File: src/rtl/sd_proto_pkg.sv
/*
 * sd spi protocol package
 * command indexes, tokens, fixed arguments and sequencer states
 */
`default_nettype none

package sd_proto_pkg;

  // command indexes used in spi mode
  typedef enum logic [5:0] {
    CmdGoIdle      = 6'd0,
    CmdSendIfCond  = 6'd8,
    CmdReadSingle  = 6'd17,
    AcmdSendOpCond = 6'd41,
    CmdAppCmd      = 6'd55,
    CmdReadOcr     = 6'd58
  } sd_cmd_idx_e;

  localparam logic [7:0] DataStartToken = 8'hFE;
  localparam logic [7:0] R1Idle = 8'h01;
  // dummy bytes with cs high before cmd0
  localparam int PowerUpBytes = 10;
  // polls before a command is given up and resent
  localparam int RespWaitBytes = 16;

  // cmd8 asks for 2.7-3.6 V with check pattern aa
  localparam logic [31:0] IfCondArg = 32'h0000_01AA;
  // acmd41 with hcs set
  localparam logic [31:0] Acmd41Arg = 32'h4000_0000;
  // only cmd0 and cmd8 need a valid crc in spi mode
  localparam logic [7:0] Cmd0Crc = 8'h95;
  localparam logic [7:0] Cmd8Crc = 8'h87;

  // reader sequencer state, also shown on card_stat_o
  typedef enum logic [3:0] {
    RdPowerUp, RdCmd0, RdCmd8, RdCmd55, RdAcmd41, RdCmd58, RdSend,
    RdResp, RdTail, RdReady, RdCmd17, RdToken, RdData, RdCrc
  } reader_state_e;

endpackage

`default_nettype wire

File: src/rtl/sd_host_pkg.sv
/*
 * sd host package
 * host command encoding, card type and sector buffer constants
 */
`default_nettype none

package sd_host_pkg;

  // one sector of card data
  localparam int SectorBytes = 512;
  // byte index width inside a sector
  localparam int SectorAddrW = $clog2(SectorBytes);

  // one data byte as seen by the host
  typedef logic [7:0] sd_byte_t;

  // host command on cmd_i
  typedef enum logic [1:0] {
    // nothing to do
    HostIdle = 2'd0,
    // read the sector at sector_address_i
    HostRead = 2'd1,
    // step to the next buffered byte
    HostNext = 2'd2
  } sd_host_cmd_e;

  // card type found during init
  typedef enum logic [1:0] {
    CardUnknown = 2'd0,
    CardSdV1    = 2'd1,
    CardSdV2    = 2'd2,
    CardSdhc    = 2'd3
  } card_type_e;

endpackage

`default_nettype wire
File: src/rtl/spi_byte_if.sv
/*
 * one byte spi transfer request and result
 */
`timescale 1ns/1ps
`default_nettype none

interface spi_byte_if
  import sd_host_pkg::*;
();

  logic     start;
  sd_byte_t tx_byte;
  // valid in the cycle done is high
  sd_byte_t rx_byte;
  logic     done;

  modport master (output start, tx_byte, input rx_byte, done);
  modport phy (input start, tx_byte, output rx_byte, done);

endinterface

`default_nettype wire

File: src/rtl/sd_read_if.sv
/*
 * sector read channel between the host block and the card reader
 */
`timescale 1ns/1ps
`default_nettype none

interface sd_read_if
  import sd_host_pkg::*;
();

  // one cycle pulse, only while rbusy is low
  logic        rstart;
  // sector number, held while busy
  logic [31:0] rsector;
  logic        rbusy;
  // one cycle pulse as rbusy falls
  logic        rdone;
  // a sector byte is on outbyte this cycle
  logic        outen;
  sd_byte_t    outbyte;

  modport host (output rstart, rsector, input rbusy, rdone, outen, outbyte);
  modport reader (input rstart, rsector, output rbusy, rdone, outen, outbyte);

endinterface

`default_nettype wire

File: src/rtl/sdcard.sv
/*
 * sd card host block
 * decodes host commands, buffers one sector and serves it byte by byte
 */
`timescale 1ns/1ps
`default_nettype none

module sdcard
  import sd_host_pkg::*;
#(
  parameter int unsigned ClockDivider = 2
) (
  input  logic         clk,
  input  logic         rst_n,
  input  sd_host_cmd_e cmd_i,
  input  logic [31:0]  sector_address_i,
  output sd_byte_t     data_o,
  output logic         busy_o,
  output logic [3:0]   card_stat_o,
  output card_type_e   card_type_o,
  output logic         sd_clk_o,
  output logic         sd_cs_n_o,
  output logic         sd_mosi_o,
  input  logic         sd_miso_i
);

  typedef enum logic [1:0] {
    Init,
    Idle,
    ReadSector
  } top_state_e;

  top_state_e             state_q;
  sd_byte_t               buffer_q [SectorBytes];
  logic [SectorAddrW-1:0] idx_q;
  logic                   rstart_q;
  logic [31:0]            rsector_q;

  sd_read_if rd_if ();

  assign rd_if.rstart  = rstart_q;
  assign rd_if.rsector = rsector_q;

  always_ff @(posedge clk) begin
    if (!rst_n) begin
      state_q  <= Init;
      idx_q    <= '0;
      rstart_q <= 1'b0;
      busy_o   <= 1'b1;
    end else begin
      rstart_q <= 1'b0;
      case (state_q)
        Init: begin
          // card init runs straight out of reset
          if (!rd_if.rbusy) begin
            busy_o  <= 1'b0;
            state_q <= Idle;
          end
        end
        Idle: begin
          if (cmd_i == HostRead) begin
            rsector_q <= sector_address_i;
            rstart_q  <= 1'b1;
            idx_q     <= '0;
            busy_o    <= 1'b1;
            state_q   <= ReadSector;
          end else if (cmd_i == HostNext) begin
            idx_q <= idx_q + 1'b1;
          end
        end
        default: begin
          if (rd_if.outen) idx_q <= idx_q + 1'b1;
          // index has wrapped back to 0 by now
          if (rd_if.rdone) begin
            busy_o  <= 1'b0;
            state_q <= Idle;
          end
        end
      endcase
    end
  end

  // sector buffer
  always_ff @(posedge clk) begin
    if (state_q == ReadSector && rd_if.outen) buffer_q[idx_q] <= rd_if.outbyte;
  end

  assign data_o = buffer_q[idx_q];

  sd_reader #(
    .ClockDivider(ClockDivider)
  ) u_reader (
    .clk        (clk),
    .rst_n      (rst_n),
    .rd         (rd_if.reader),
    .sd_clk_o   (sd_clk_o),
    .sd_cs_n_o  (sd_cs_n_o),
    .sd_mosi_o  (sd_mosi_o),
    .sd_miso_i  (sd_miso_i),
    .card_stat_o(card_stat_o),
    .card_type_o(card_type_o)
  );

endmodule

`default_nettype wire

File: src/rtl/sd_reader.sv
/*
 * sd card reader in spi mode
 * runs card init and single block reads, streams the sector bytes out
 */
`timescale 1ns/1ps
`default_nettype none

module sd_reader
  import sd_host_pkg::*, sd_proto_pkg::*;
#(
  parameter int unsigned ClockDivider = 2
) (
  input  logic          clk,
  input  logic          rst_n,
  sd_read_if.reader     rd,
  output logic          sd_clk_o,
  output logic          sd_cs_n_o,
  output logic          sd_mosi_o,
  input  logic          sd_miso_i,
  output logic [3:0]    card_stat_o,
  output card_type_e    card_type_o
);

  reader_state_e          state_q;
  sd_cmd_idx_e            cmd_q;
  logic [47:0]            frame_q;
  logic [SectorAddrW-1:0] cnt_q;
  logic [23:0]            resp_q;
  card_type_e             type_q;
  logic                   cs_n_q;
  logic                   wait_q;
  logic                   start_q;
  sd_byte_t               tx_q;
  logic                   rbusy_q;
  logic                   rdone_q;
  logic                   outen_q;
  sd_byte_t               outbyte_q;
  logic                   issue;
  sd_cmd_idx_e            issue_idx;
  logic [31:0]            issue_arg;
  sd_byte_t               issue_crc;
  sd_byte_t               rx;

  spi_byte_if spi_if ();

  sd_spi_shifter #(
    .ClockDivider(ClockDivider)
  ) u_shifter (
    .clk      (clk),
    .rst_n    (rst_n),
    .spi      (spi_if.phy),
    .sd_clk_o (sd_clk_o),
    .sd_mosi_o(sd_mosi_o),
    .sd_miso_i(sd_miso_i)
  );

  assign spi_if.start   = start_q;
  assign spi_if.tx_byte = tx_q;
  assign rx             = spi_if.rx_byte;

  // six byte frame, start bits, index, argument, crc with end bit
  function automatic logic [47:0] cmd_frame(input sd_cmd_idx_e idx, input logic [31:0] arg,
                                            input sd_byte_t crc);
    return {2'b01, idx, arg, crc};
  endfunction

  // where to go when a command gets no r1 in time
  function automatic reader_state_e retry_state(input sd_cmd_idx_e idx);
    case (idx)
      CmdGoIdle:     return RdCmd0;
      CmdReadOcr:    return RdCmd58;
      CmdReadSingle: return RdCmd17;
      // cmd8 silence leaves the type unknown and goes on with acmd41
      default:       return RdCmd55;
    endcase
  endfunction

  // command issued by each issue state
  always_comb begin
    issue     = 1'b1;
    issue_idx = CmdGoIdle;
    issue_arg = '0;
    issue_crc = 8'hFF;
    case (state_q)
      RdCmd0:   issue_crc = Cmd0Crc;
      RdCmd8: begin
        issue_idx = CmdSendIfCond;
        issue_arg = IfCondArg;
        issue_crc = Cmd8Crc;
      end
      RdCmd55:  issue_idx = CmdAppCmd;
      RdAcmd41: begin
        issue_idx = AcmdSendOpCond;
        issue_arg = Acmd41Arg;
      end
      RdCmd58:  issue_idx = CmdReadOcr;
      RdCmd17: begin
        issue_idx = CmdReadSingle;
        // sdhc takes block numbers, older cards take byte addresses
        issue_arg = (type_q == CardSdhc) ? rd.rsector : {rd.rsector[22:0], 9'd0};
      end
      default:  issue = 1'b0;
    endcase
  end

  always_ff @(posedge clk) begin
    if (!rst_n) begin
      state_q <= RdPowerUp;
      cmd_q   <= CmdGoIdle;
      cnt_q   <= '0;
      type_q  <= CardUnknown;
      cs_n_q  <= 1'b1;
      wait_q  <= 1'b0;
      start_q <= 1'b0;
      rbusy_q <= 1'b1;
      rdone_q <= 1'b0;
      outen_q <= 1'b0;
    end else begin
      start_q <= 1'b0;
      rdone_q <= 1'b0;
      outen_q <= 1'b0;
      if (issue) begin
        frame_q <= cmd_frame(issue_idx, issue_arg, issue_crc);
        cmd_q   <= issue_idx;
        cnt_q   <= '0;
        cs_n_q  <= 1'b0;
        state_q <= RdSend;
      end else if (state_q == RdReady) begin
        if (rd.rstart) begin
          rbusy_q <= 1'b1;
          state_q <= RdCmd17;
        end
      end else if (!wait_q) begin
        // every other state moves one byte, 0xff unless a frame is going out
        start_q <= 1'b1;
        wait_q  <= 1'b1;
        tx_q    <= (state_q == RdSend) ? frame_q[47:40] : 8'hFF;
      end else if (spi_if.done) begin
        wait_q <= 1'b0;
        cnt_q  <= cnt_q + 1'b1;
        case (state_q)
          RdPowerUp: if (cnt_q == SectorAddrW'(PowerUpBytes - 1)) state_q <= RdCmd0;
          RdSend: begin
            frame_q <= {frame_q[39:0], 8'hFF};
            if (cnt_q == SectorAddrW'(5)) begin
              cnt_q   <= '0;
              state_q <= RdResp;
            end
          end
          RdResp: begin
            // r1 has its msb clear
            if (!rx[7]) begin
              cnt_q <= '0;
              case (cmd_q)
                CmdGoIdle: begin
                  cs_n_q  <= 1'b1;
                  state_q <= (rx == R1Idle) ? RdCmd8 : RdCmd0;
                end
                CmdSendIfCond: begin
                  // illegal command bit set on v1 cards
                  if (rx[2]) begin
                    cs_n_q  <= 1'b1;
                    state_q <= RdCmd55;
                  end else begin
                    state_q <= RdTail;
                  end
                end
                CmdAppCmd: begin
                  cs_n_q  <= 1'b1;
                  state_q <= RdAcmd41;
                end
                AcmdSendOpCond: begin
                  cs_n_q  <= 1'b1;
                  state_q <= (rx == 8'h00) ? RdCmd58 : RdCmd55;
                end
                CmdReadOcr: state_q <= RdTail;
                default: begin
                  if (rx == 8'h00) begin
                    state_q <= RdToken;
                  end else begin
                    cs_n_q  <= 1'b1;
                    state_q <= RdCmd17;
                  end
                end
              endcase
            end else if (cnt_q == SectorAddrW'(RespWaitBytes - 1)) begin
              cs_n_q  <= 1'b1;
              state_q <= retry_state(cmd_q);
            end
          end
          RdTail: begin
            // four trailing bytes of r7 or r3
            resp_q <= {resp_q[15:0], rx};
            if (cnt_q == SectorAddrW'(3)) begin
              cs_n_q <= 1'b1;
              if (cmd_q == CmdSendIfCond) begin
                // voltage accepted and check pattern echoed
                if (resp_q[3:0] == 4'h1 && rx == IfCondArg[7:0]) type_q <= CardSdV2;
                state_q <= RdCmd55;
              end else begin
                // ccs is ocr bit 30
                if (type_q == CardSdV2 && resp_q[22]) type_q <= CardSdhc;
                rbusy_q <= 1'b0;
                state_q <= RdReady;
              end
            end
          end
          RdToken: begin
            if (rx == DataStartToken) begin
              cnt_q   <= '0;
              state_q <= RdData;
            end
          end
          RdData: begin
            outen_q   <= 1'b1;
            outbyte_q <= rx;
            if (cnt_q == SectorAddrW'(SectorBytes - 1)) begin
              cnt_q   <= '0;
              state_q <= RdCrc;
            end
          end
          RdCrc: begin
            // data crc is read and dropped
            if (cnt_q == SectorAddrW'(1)) begin
              cs_n_q  <= 1'b1;
              rdone_q <= 1'b1;
              rbusy_q <= 1'b0;
              state_q <= RdReady;
            end
          end
          default: ;
        endcase
      end
    end
  end

  assign rd.rbusy    = rbusy_q;
  assign rd.rdone    = rdone_q;
  assign rd.outen    = outen_q;
  assign rd.outbyte  = outbyte_q;
  assign sd_cs_n_o   = cs_n_q;
  assign card_stat_o = state_q;
  assign card_type_o = type_q;

endmodule

`default_nettype wire

File: src/rtl/sd_spi_shifter.sv
/*
 * spi byte shifter, mode 0, msb first
 * divides clk down to the spi bit clock and moves one byte per request
 */
`timescale 1ns/1ps
`default_nettype none

module sd_spi_shifter
  import sd_host_pkg::*;
#(
  parameter int unsigned ClockDivider = 2
) (
  input  logic    clk,
  input  logic    rst_n,
  spi_byte_if.phy spi,
  output logic    sd_clk_o,
  output logic    sd_mosi_o,
  input  logic    sd_miso_i
);

  localparam int unsigned DivW = (ClockDivider > 1) ? $clog2(ClockDivider) : 1;
  localparam logic [DivW-1:0] DivLast = DivW'(ClockDivider - 1);

  logic            busy_q;
  logic [DivW-1:0] div_q;
  logic [2:0]      bit_q;
  logic            sclk_q;
  logic            mosi_q;
  logic            done_q;
  sd_byte_t        tx_q;
  sd_byte_t        rx_q;
  logic            half_end;

  // last clk cycle of a half period
  assign half_end = busy_q && (div_q == DivLast);

  always_ff @(posedge clk) begin
    if (!rst_n) begin
      busy_q <= 1'b0;
      div_q  <= '0;
      bit_q  <= '0;
      sclk_q <= 1'b0;
      mosi_q <= 1'b1;
      done_q <= 1'b0;
    end else begin
      done_q <= 1'b0;
      if (!busy_q) begin
        if (spi.start) begin
          busy_q <= 1'b1;
          div_q  <= '0;
          bit_q  <= '0;
          // first bit set up before the first rising edge
          mosi_q <= spi.tx_byte[7];
        end
      end else if (half_end) begin
        div_q  <= '0;
        sclk_q <= ~sclk_q;
        // falling edge ends a bit
        if (sclk_q) begin
          if (bit_q == 3'd7) begin
            busy_q <= 1'b0;
            done_q <= 1'b1;
            mosi_q <= 1'b1;
          end else begin
            bit_q  <= bit_q + 1'b1;
            mosi_q <= tx_q[6];
          end
        end
      end else begin
        div_q <= div_q + 1'b1;
      end
    end
  end

  // data shift registers
  always_ff @(posedge clk) begin
    if (!busy_q && spi.start) begin
      tx_q <= spi.tx_byte;
    end else if (half_end) begin
      if (sclk_q) begin
        tx_q <= {tx_q[6:0], 1'b1};
      end else begin
        // miso sampled on the rising edge
        rx_q <= {rx_q[6:0], sd_miso_i};
      end
    end
  end

  assign sd_clk_o    = sclk_q;
  assign sd_mosi_o   = mosi_q;
  assign spi.rx_byte = rx_q;
  assign spi.done    = done_q;

endmodule

`default_nettype wire

File: config.mk
export PLATFORM = sky130hd
export DESIGN_NAME = sdcard
export DESIGN_NICKNAME = d
export VERILOG_FILES = /design/src/rtl/sd_proto_pkg.sv /design/src/rtl/sd_host_pkg.sv /design/src/rtl/spi_byte_if.sv /design/src/rtl/sd_read_if.sv /design/src/rtl/sdcard.sv /design/src/rtl/sd_reader.sv /design/src/rtl/sd_spi_shifter.sv
export SDC_FILE = /design/constraint.sdc
export NUM_CORES = 2
export LEC_CHECK = 0
export ABC_AREA = 1
export BUFFER_PORTS_ARGS = -buffer_cell sky130_fd_sc_hd__buf_2
export CAP_MARGIN = 20
export CORE_MARGIN = 1
export CORE_UTILIZATION = 50
export CTS_BUF_LIST = sky130_fd_sc_hd__clkbuf_8
export DETAILED_ROUTE_END_ITERATION = 10
export PLACE_DENSITY = 0.7
export SLEW_MARGIN = 10
export SYNTH_ARGS = -nofsm -noshare
export SYNTH_HDL_FRONTEND = slang
export SYNTH_SLANG_ARGS = --single-unit
File: constraint.sdc
create_clock -name clk -period 6.85 [get_ports clk]
set_input_delay 1.7125 -clock clk [delete_from_list [all_inputs] [get_ports clk]]
set_output_delay 1.7125 -clock clk [all_outputs]
set_load 0.02 [all_outputs]
==> flow_summary.html <==
<table>
<tr><th>Metric</th><th>Value</th></tr>
<tr><th colspan="2">Status</th></tr>
<tr><td>Result of the run</td><td>complete, but fails checks</td></tr>
<tr><td>Failing checks</td><td>DRC</td></tr>
<tr><th colspan="2">Global route</th></tr>
<tr><td>Remaining Overflow, GRT</td><td>0</td></tr>
<tr><td>Pin count of the biggest net entering global routing</td><td>193</td></tr>
<tr><td>Number of antenna violations at the first check in global routing</td><td>13</td></tr>
<tr><td>Number of global-route vias before repair</td><td>108000</td></tr>
<tr><td>Global-route wire length before repair</td><td>676000 um</td></tr>
<tr><td>Overall routing resource usage</td><td>0.254</td></tr>
<tr><th colspan="2">Logic synthesis</th></tr>
<tr><td>Largest family of logic cells by synthesized area</td><td>simple AND/OR/NAND/NOR gates</td></tr>
<tr><td>Dominant cell type by area after synthesis</td><td>sky130_fd_sc_hd__edfxtp_1</td></tr>
<tr><td>Number of instances in the synthesized netlist</td><td>14600</td></tr>
<tr><td>Most instantiated cells after synthesis</td><td>sky130_fd_sc_hd__nand2_1, sky130_fd_sc_hd__edfxtp_1, sky130_fd_sc_hd__nand3_1</td></tr>
<tr><td>Compound-cell area share of the yosys netlist</td><td>0.00403</td></tr>
<tr><td>Flip-flop and latch count after synthesis</td><td>4266</td></tr>
<tr><td>Post-Synth Adder-Cell Area</td><td>0.000720</td></tr>
<tr><td>Area fraction of the dominant cell type after synthesis</td><td>0.727</td></tr>
<tr><td>Biggest area contributors in the synthesized netlist</td><td>sky130_fd_sc_hd__edfxtp_1, sky130_fd_sc_hd__nand3_1, sky130_fd_sc_hd__nand2_1</td></tr>
<tr><td>YS warnings</td><td>0</td></tr>
<tr><td>Library cells used by synthesis</td><td>48</td></tr>
<tr><td>Sequential area share after synthesis</td><td>0.734</td></tr>
<tr><td>Average cell area after synthesis</td><td>11.9 um2</td></tr>
<tr><td>Number of synthesized flops with an enable pin</td><td>4209</td></tr>
<tr><td>Share of synthesized cell area in and, or, nand and nor gates</td><td>0.227</td></tr>
<tr><td>Xor and xnor fraction of the mapped netlist area</td><td>0.000202</td></tr>
<tr><td>Post-Syn Area</td><td>0.174 mm2</td></tr>
<tr><td>Share of synthesized registers carrying an async set or reset</td><td>0</td></tr>
<tr><td>Dominant cell by count in the synthesized netlist</td><td>sky130_fd_sc_hd__nand2_1</td></tr>
<tr><td>Share of cell area taken by muxes after synthesis</td><td>0</td></tr>
<tr><td>Primary flip-flop cell chosen by synthesis mapping</td><td>sky130_fd_sc_hd__edfxtp_1</td></tr>
<tr><td>Syn nets</td><td>14600</td></tr>
<tr><th colspan="2">Power and ir drop</th></tr>
<tr><td>Leak pwr</td><td>0.0657 uW</td></tr>
<tr><td>Switching share of power</td><td>0.243</td></tr>
<tr><td>Highest ir drop seen on vdd</td><td>196 uV</td></tr>
<tr><td>Switching pwr</td><td>12500 uW</td></tr>
<tr><td>Int Pwr</td><td>39000 uW</td></tr>
<tr><td>Clock share of power</td><td>0.386</td></tr>
<tr><td>Flop pwr share</td><td>0.549</td></tr>
<tr><td>Combinational power share</td><td>0.065</td></tr>
<tr><td>Pwr/cell area</td><td>272 mW/mm2</td></tr>
<tr><th colspan="2">CTS</th></tr>
<tr><td>Worst-case clock buffer depth</td><td>4</td></tr>
<tr><td>Clock Sink Count</td><td>4266</td></tr>
<tr><td>H-tree levels</td><td>6</td></tr>
<tr><td>Clock tree from TritonCTS</td><td>done</td></tr>
<tr><td>Clock insertion delay at the later pin of the skew report</td><td>1240 ps</td></tr>
<tr><td>Register clock-pin slew on the reported worst setup and hold paths</td><td>60 ps</td></tr>
<tr><td>Clock tree root buffer cell</td><td>sky130_fd_sc_hd__clkbuf_8</td></tr>
<tr><td>Number of buffers created by CTS</td><td>671</td></tr>
<tr><td>Number of buffers inserted for hold repair after clock tree synthesis</td><td>0</td></tr>
<tr><th colspan="2">Cells and area</th></tr>
<tr><td>Final nets</td><td>14600</td></tr>
<tr><td>Layout cell share with drive strength beyond 1</td><td>0.0758</td></tr>
<tr><td>Multi-input combinational cell area</td><td>0.0404 mm2</td></tr>
<tr><td>FF/Latch Area</td><td>0.128 mm2</td></tr>
<tr><td>Fill cells</td><td>28200</td></tr>
<tr><td>Post-layout instance count excluding filler cells</td><td>19700</td></tr>
<tr><td>Syn-to-layout area delta</td><td>8.94%</td></tr>
<tr><th colspan="2">Floorplan</th></tr>
<tr><td>Site row count</td><td>216</td></tr>
<tr><td>DIE AREA</td><td>0.350 mm2</td></tr>
<tr><td>Horizontal die dimension</td><td>592 um</td></tr>
<tr><td>Core box area</td><td>0.346 mm2</td></tr>
<tr><td>Initial core utilization</td><td>0.502</td></tr>
<tr><td>Height of the die</td><td>592 um</td></tr>
<tr><td>Number of ports placed on the die boundary</td><td>55</td></tr>
<tr><th colspan="2">STA</th></tr>
<tr><td>Fin. Hold Viols</td><td>0</td></tr>
<tr><td>Fin Clk Skew</td><td>83.5 ps</td></tr>
<tr><td>Share of the clock period used by the worst path after layout</td><td>0.995</td></tr>
<tr><td>Highest achievable clock rate</td><td>0.147 GHz</td></tr>
<tr><td>Time the final worst path needs with I/O delays and setup</td><td>6820 ps</td></tr>
<tr><td>Total negative slack for setup checks</td><td>0 ps</td></tr>
<tr><td>Worst-Margin Slew</td><td>1210 ps</td></tr>
<tr><td>Rel. slew slack</td><td>0.194</td></tr>
<tr><td>Number of max-slew violations in the final report</td><td>0</td></tr>
<tr><td>Final setup vio count</td><td>0</td></tr>
<tr><td>Slack of the critical path</td><td>32.1 ps</td></tr>
<tr><th colspan="2">Worst hold path</th></tr>
<tr><td>Min-Delay Startpoint</td><td>u_reader.resp_q[6]$_DFFE_PP_</td></tr>
<tr><td>End point of the most critical hold path</td><td>u_reader.resp_q[14]$_DFFE_PP_</td></tr>
<tr><td>Worst min-delay path class</td><td>reg -&gt; reg</td></tr>
<tr><td>Number of cells on the worst hold path</td><td>0</td></tr>
<tr><th colspan="2">Worst setup path</th></tr>
<tr><td>Reg-to-reg critical path endpoint</td><td>buffer_q[200][7]$_DFFE_PP_</td></tr>
<tr><td>Required time at the endpoint of the critical path</td><td>5140 ps</td></tr>
<tr><td>Cell repeated most along the worst path</td><td>sky130_fd_sc_hd__nand3_1</td></tr>
<tr><td>Setup crit end kind</td><td>output port</td></tr>
<tr><td>Arrival time reported for the critical path endpoint</td><td>5110 ps</td></tr>
<tr><td>Slowest cell on crit path</td><td>sky130_fd_sc_hd__dfxtp_4</td></tr>
<tr><td>Kind of cell adding the most delay to the critical path</td><td>simple AND/OR/NAND/NOR gates</td></tr>
<tr><td>Type of the worst setup path</td><td>reg -&gt; out</td></tr>
<tr><td>Reg-to-Reg Start</td><td>state_q[0]$_SDFFE_PN0P_</td></tr>
<tr><td>R2R setup slack</td><td>3100 ps</td></tr>
<tr><td>Number of buffer and inverter stages on the critical path</td><td>3</td></tr>
<tr><td>Chain of cells forming the critical path</td><td>clkinv_16, buf_12, nand3_1, nand3_1, nand3_1, nand3_1, nand3_1, nand3_1, nand3_1, nand3_1, nand2_1, buf_2</td></tr>
<tr><td>CP max FO</td><td>86</td></tr>
<tr><td>Register-to-Register Path Depth</td><td>6</td></tr>
<tr><td>Startpoint type of the worst setup path</td><td>register</td></tr>
<tr><td>Critical path's largest stage delay</td><td>740 ps</td></tr>
<tr><th colspan="2">Drt</th></tr>
<tr><td>Average vias per placed instance</td><td>5.82</td></tr>
<tr><td>Iteration-0 DRC Markers</td><td>14700</td></tr>
<tr><td>DR vias</td><td>114000</td></tr>
<tr><td>Routed wire length</td><td>455000 um</td></tr>
<tr><td>Drt pass-1 iters</td><td>9</td></tr>
<tr><td>Routed len/inst</td><td>23.2 um</td></tr>
<tr><td>Remaining antenna violation count</td><td>0</td></tr>
<tr><td>DR DRC count</td><td>2</td></tr>
<tr><th colspan="2">Placement</th></tr>
<tr><td>Estimated wirelength of the detail-placed design</td><td>247000 um</td></tr>
<tr><td>Port Buffer Count</td><td>54</td></tr>
<tr><td>Post-Place Worst Slack</td><td>1250 ps</td></tr>
<tr><td>Routability Congestion</td><td>0.869</td></tr>
<tr><td>Cell count after placement</td><td>18400</td></tr>
<tr><th colspan="2">Flow run</th></tr>
<tr><td>Number of maximum-capacitance constraint violations</td><td>0</td></tr>
</table>
==> logic make-up after synthesis <==
group                    Yosys count
flip-flops                      4266
adder cells (fa/ha/maj)           10
XOR/XNOR                           4
AND/OR/NAND/NOR                 9077
buffers and inverters           1120
AO/OA/AOI/OAI                    122
==> power groups by stage <==
| stage | clock network [uW] | registers (uW) | logic (uW) |
|---|---|---|---|
| global placement | 0 | 28800 | 3200 |
| floorplan | 0 | 28800 | 2600 |
| CTS | 20000 | 28300 | 3280 |
| finish | 19900 | 28300 | 3340 |
| detailed placement | 0 | 28800 | 3250 |
| global route | 21100 | 28300 | 3680 |
==> through the flow <==
| step | power, uW | utilization | instance area (um2) | hold WS [ps] |
|---|---|---|---|---|
| 2_1_floorplan | 31400 | - | 174000 | 400 |
| 3_5_place_dp | 32100 | 0.512 | 177000 | 406 |
| 6_report | 51500 | 0.547 | 189000 | 422 |
| 5_1_grt | 53100 | 0.547 | 189000 | 423 |
| 3_3_place_gp | 32000 | 0.512 | 177000 | 409 |
| 4_1_cts | 51600 | 0.547 | 189000 | 425 |
==> worst max-delay path by stage <==
stage | end | depth (start not counted)
after floorplan | buffer_q[0][0]$_DFFE_PP_ | 0
after global placement | data_o[5] | 14
after detailed placement | data_o[4] | 14
after CTS | data_o[2] | 14
after global routing | data_o[2] | 12
final | data_o[2] | 12
==> registers in the layout, indices dropped and copies added, names as in the netlist, 2 cells and up, named ones only <==
name / count
u_reader.spi_if.tx_byte: 8
idx_q: 9
buffer_q: 4096
u_reader.u_shifter.tx_q: 7
u_reader.resp_q: 7
u_reader.cmd_q: 6
u_reader.rd.outbyte: 8
state_q: 2
u_reader.card_stat_o: 4
u_reader.u_shifter.bit_q: 3
u_reader.cnt_q: 9
u_reader.frame_q: 43
rd_if.rsector: 32
u_reader.u_shifter.spi.rx_byte: 8
u_reader.card_type_o: 2
==> placed cells by master, fill, tap and decap left out, drive strengths merged, types with 6 or more instances in the layout <==
cell type     n
dfxtp        57
nand2      4326
ha           10
diode        13
inv         402
clkinvlp     10
clkinv      212
bufinv        9
a21oi        35
nand4        14
o21ai        59
clkbuf      685
edfxtp     4209
nor3         23
nand3      4104
buf         272
nor2        599
a211oi        7
o22ai         6
==> repair_timing <==
| action | in CTS | in global routing |
|---|---|---|
| gates cloned | 1 | 1 |
| endpoints found under the setup margin | 6 | 8 |
| buffers inserted | 1 | 4 |
| pin swaps | 0 | 0 |
| endpoints found under the hold margin | 0 | 0 |
| resized for setup | 1 | 2 |
==> final cells by class <==
cell class	instances	share of cell area
clock inverter	510	0.0146
timing repair buffer	272	0.0153
multi-input combinational	9213	0.213
antenna	13	0.000172
timing repair inverter	2	0.000106
sequential	4266	0.674
inverter	121	0.00274
tap	4578	0.0303
clock buffer	685	0.0498
==> metal layers <==
layer | global-route usage | up-vias | wire [um]
li1 | - | 51900 | -
met1 | 0.354 | 55200 | 180000
met2 | 0.398 | 6314 | 213000
met3 | 0.0484 | 944 | 46100
met4 | 0.0973 | 4 | 16900
met5 | 0 | - | 27
Note: power is estimated with default switching activity, not from simulation.
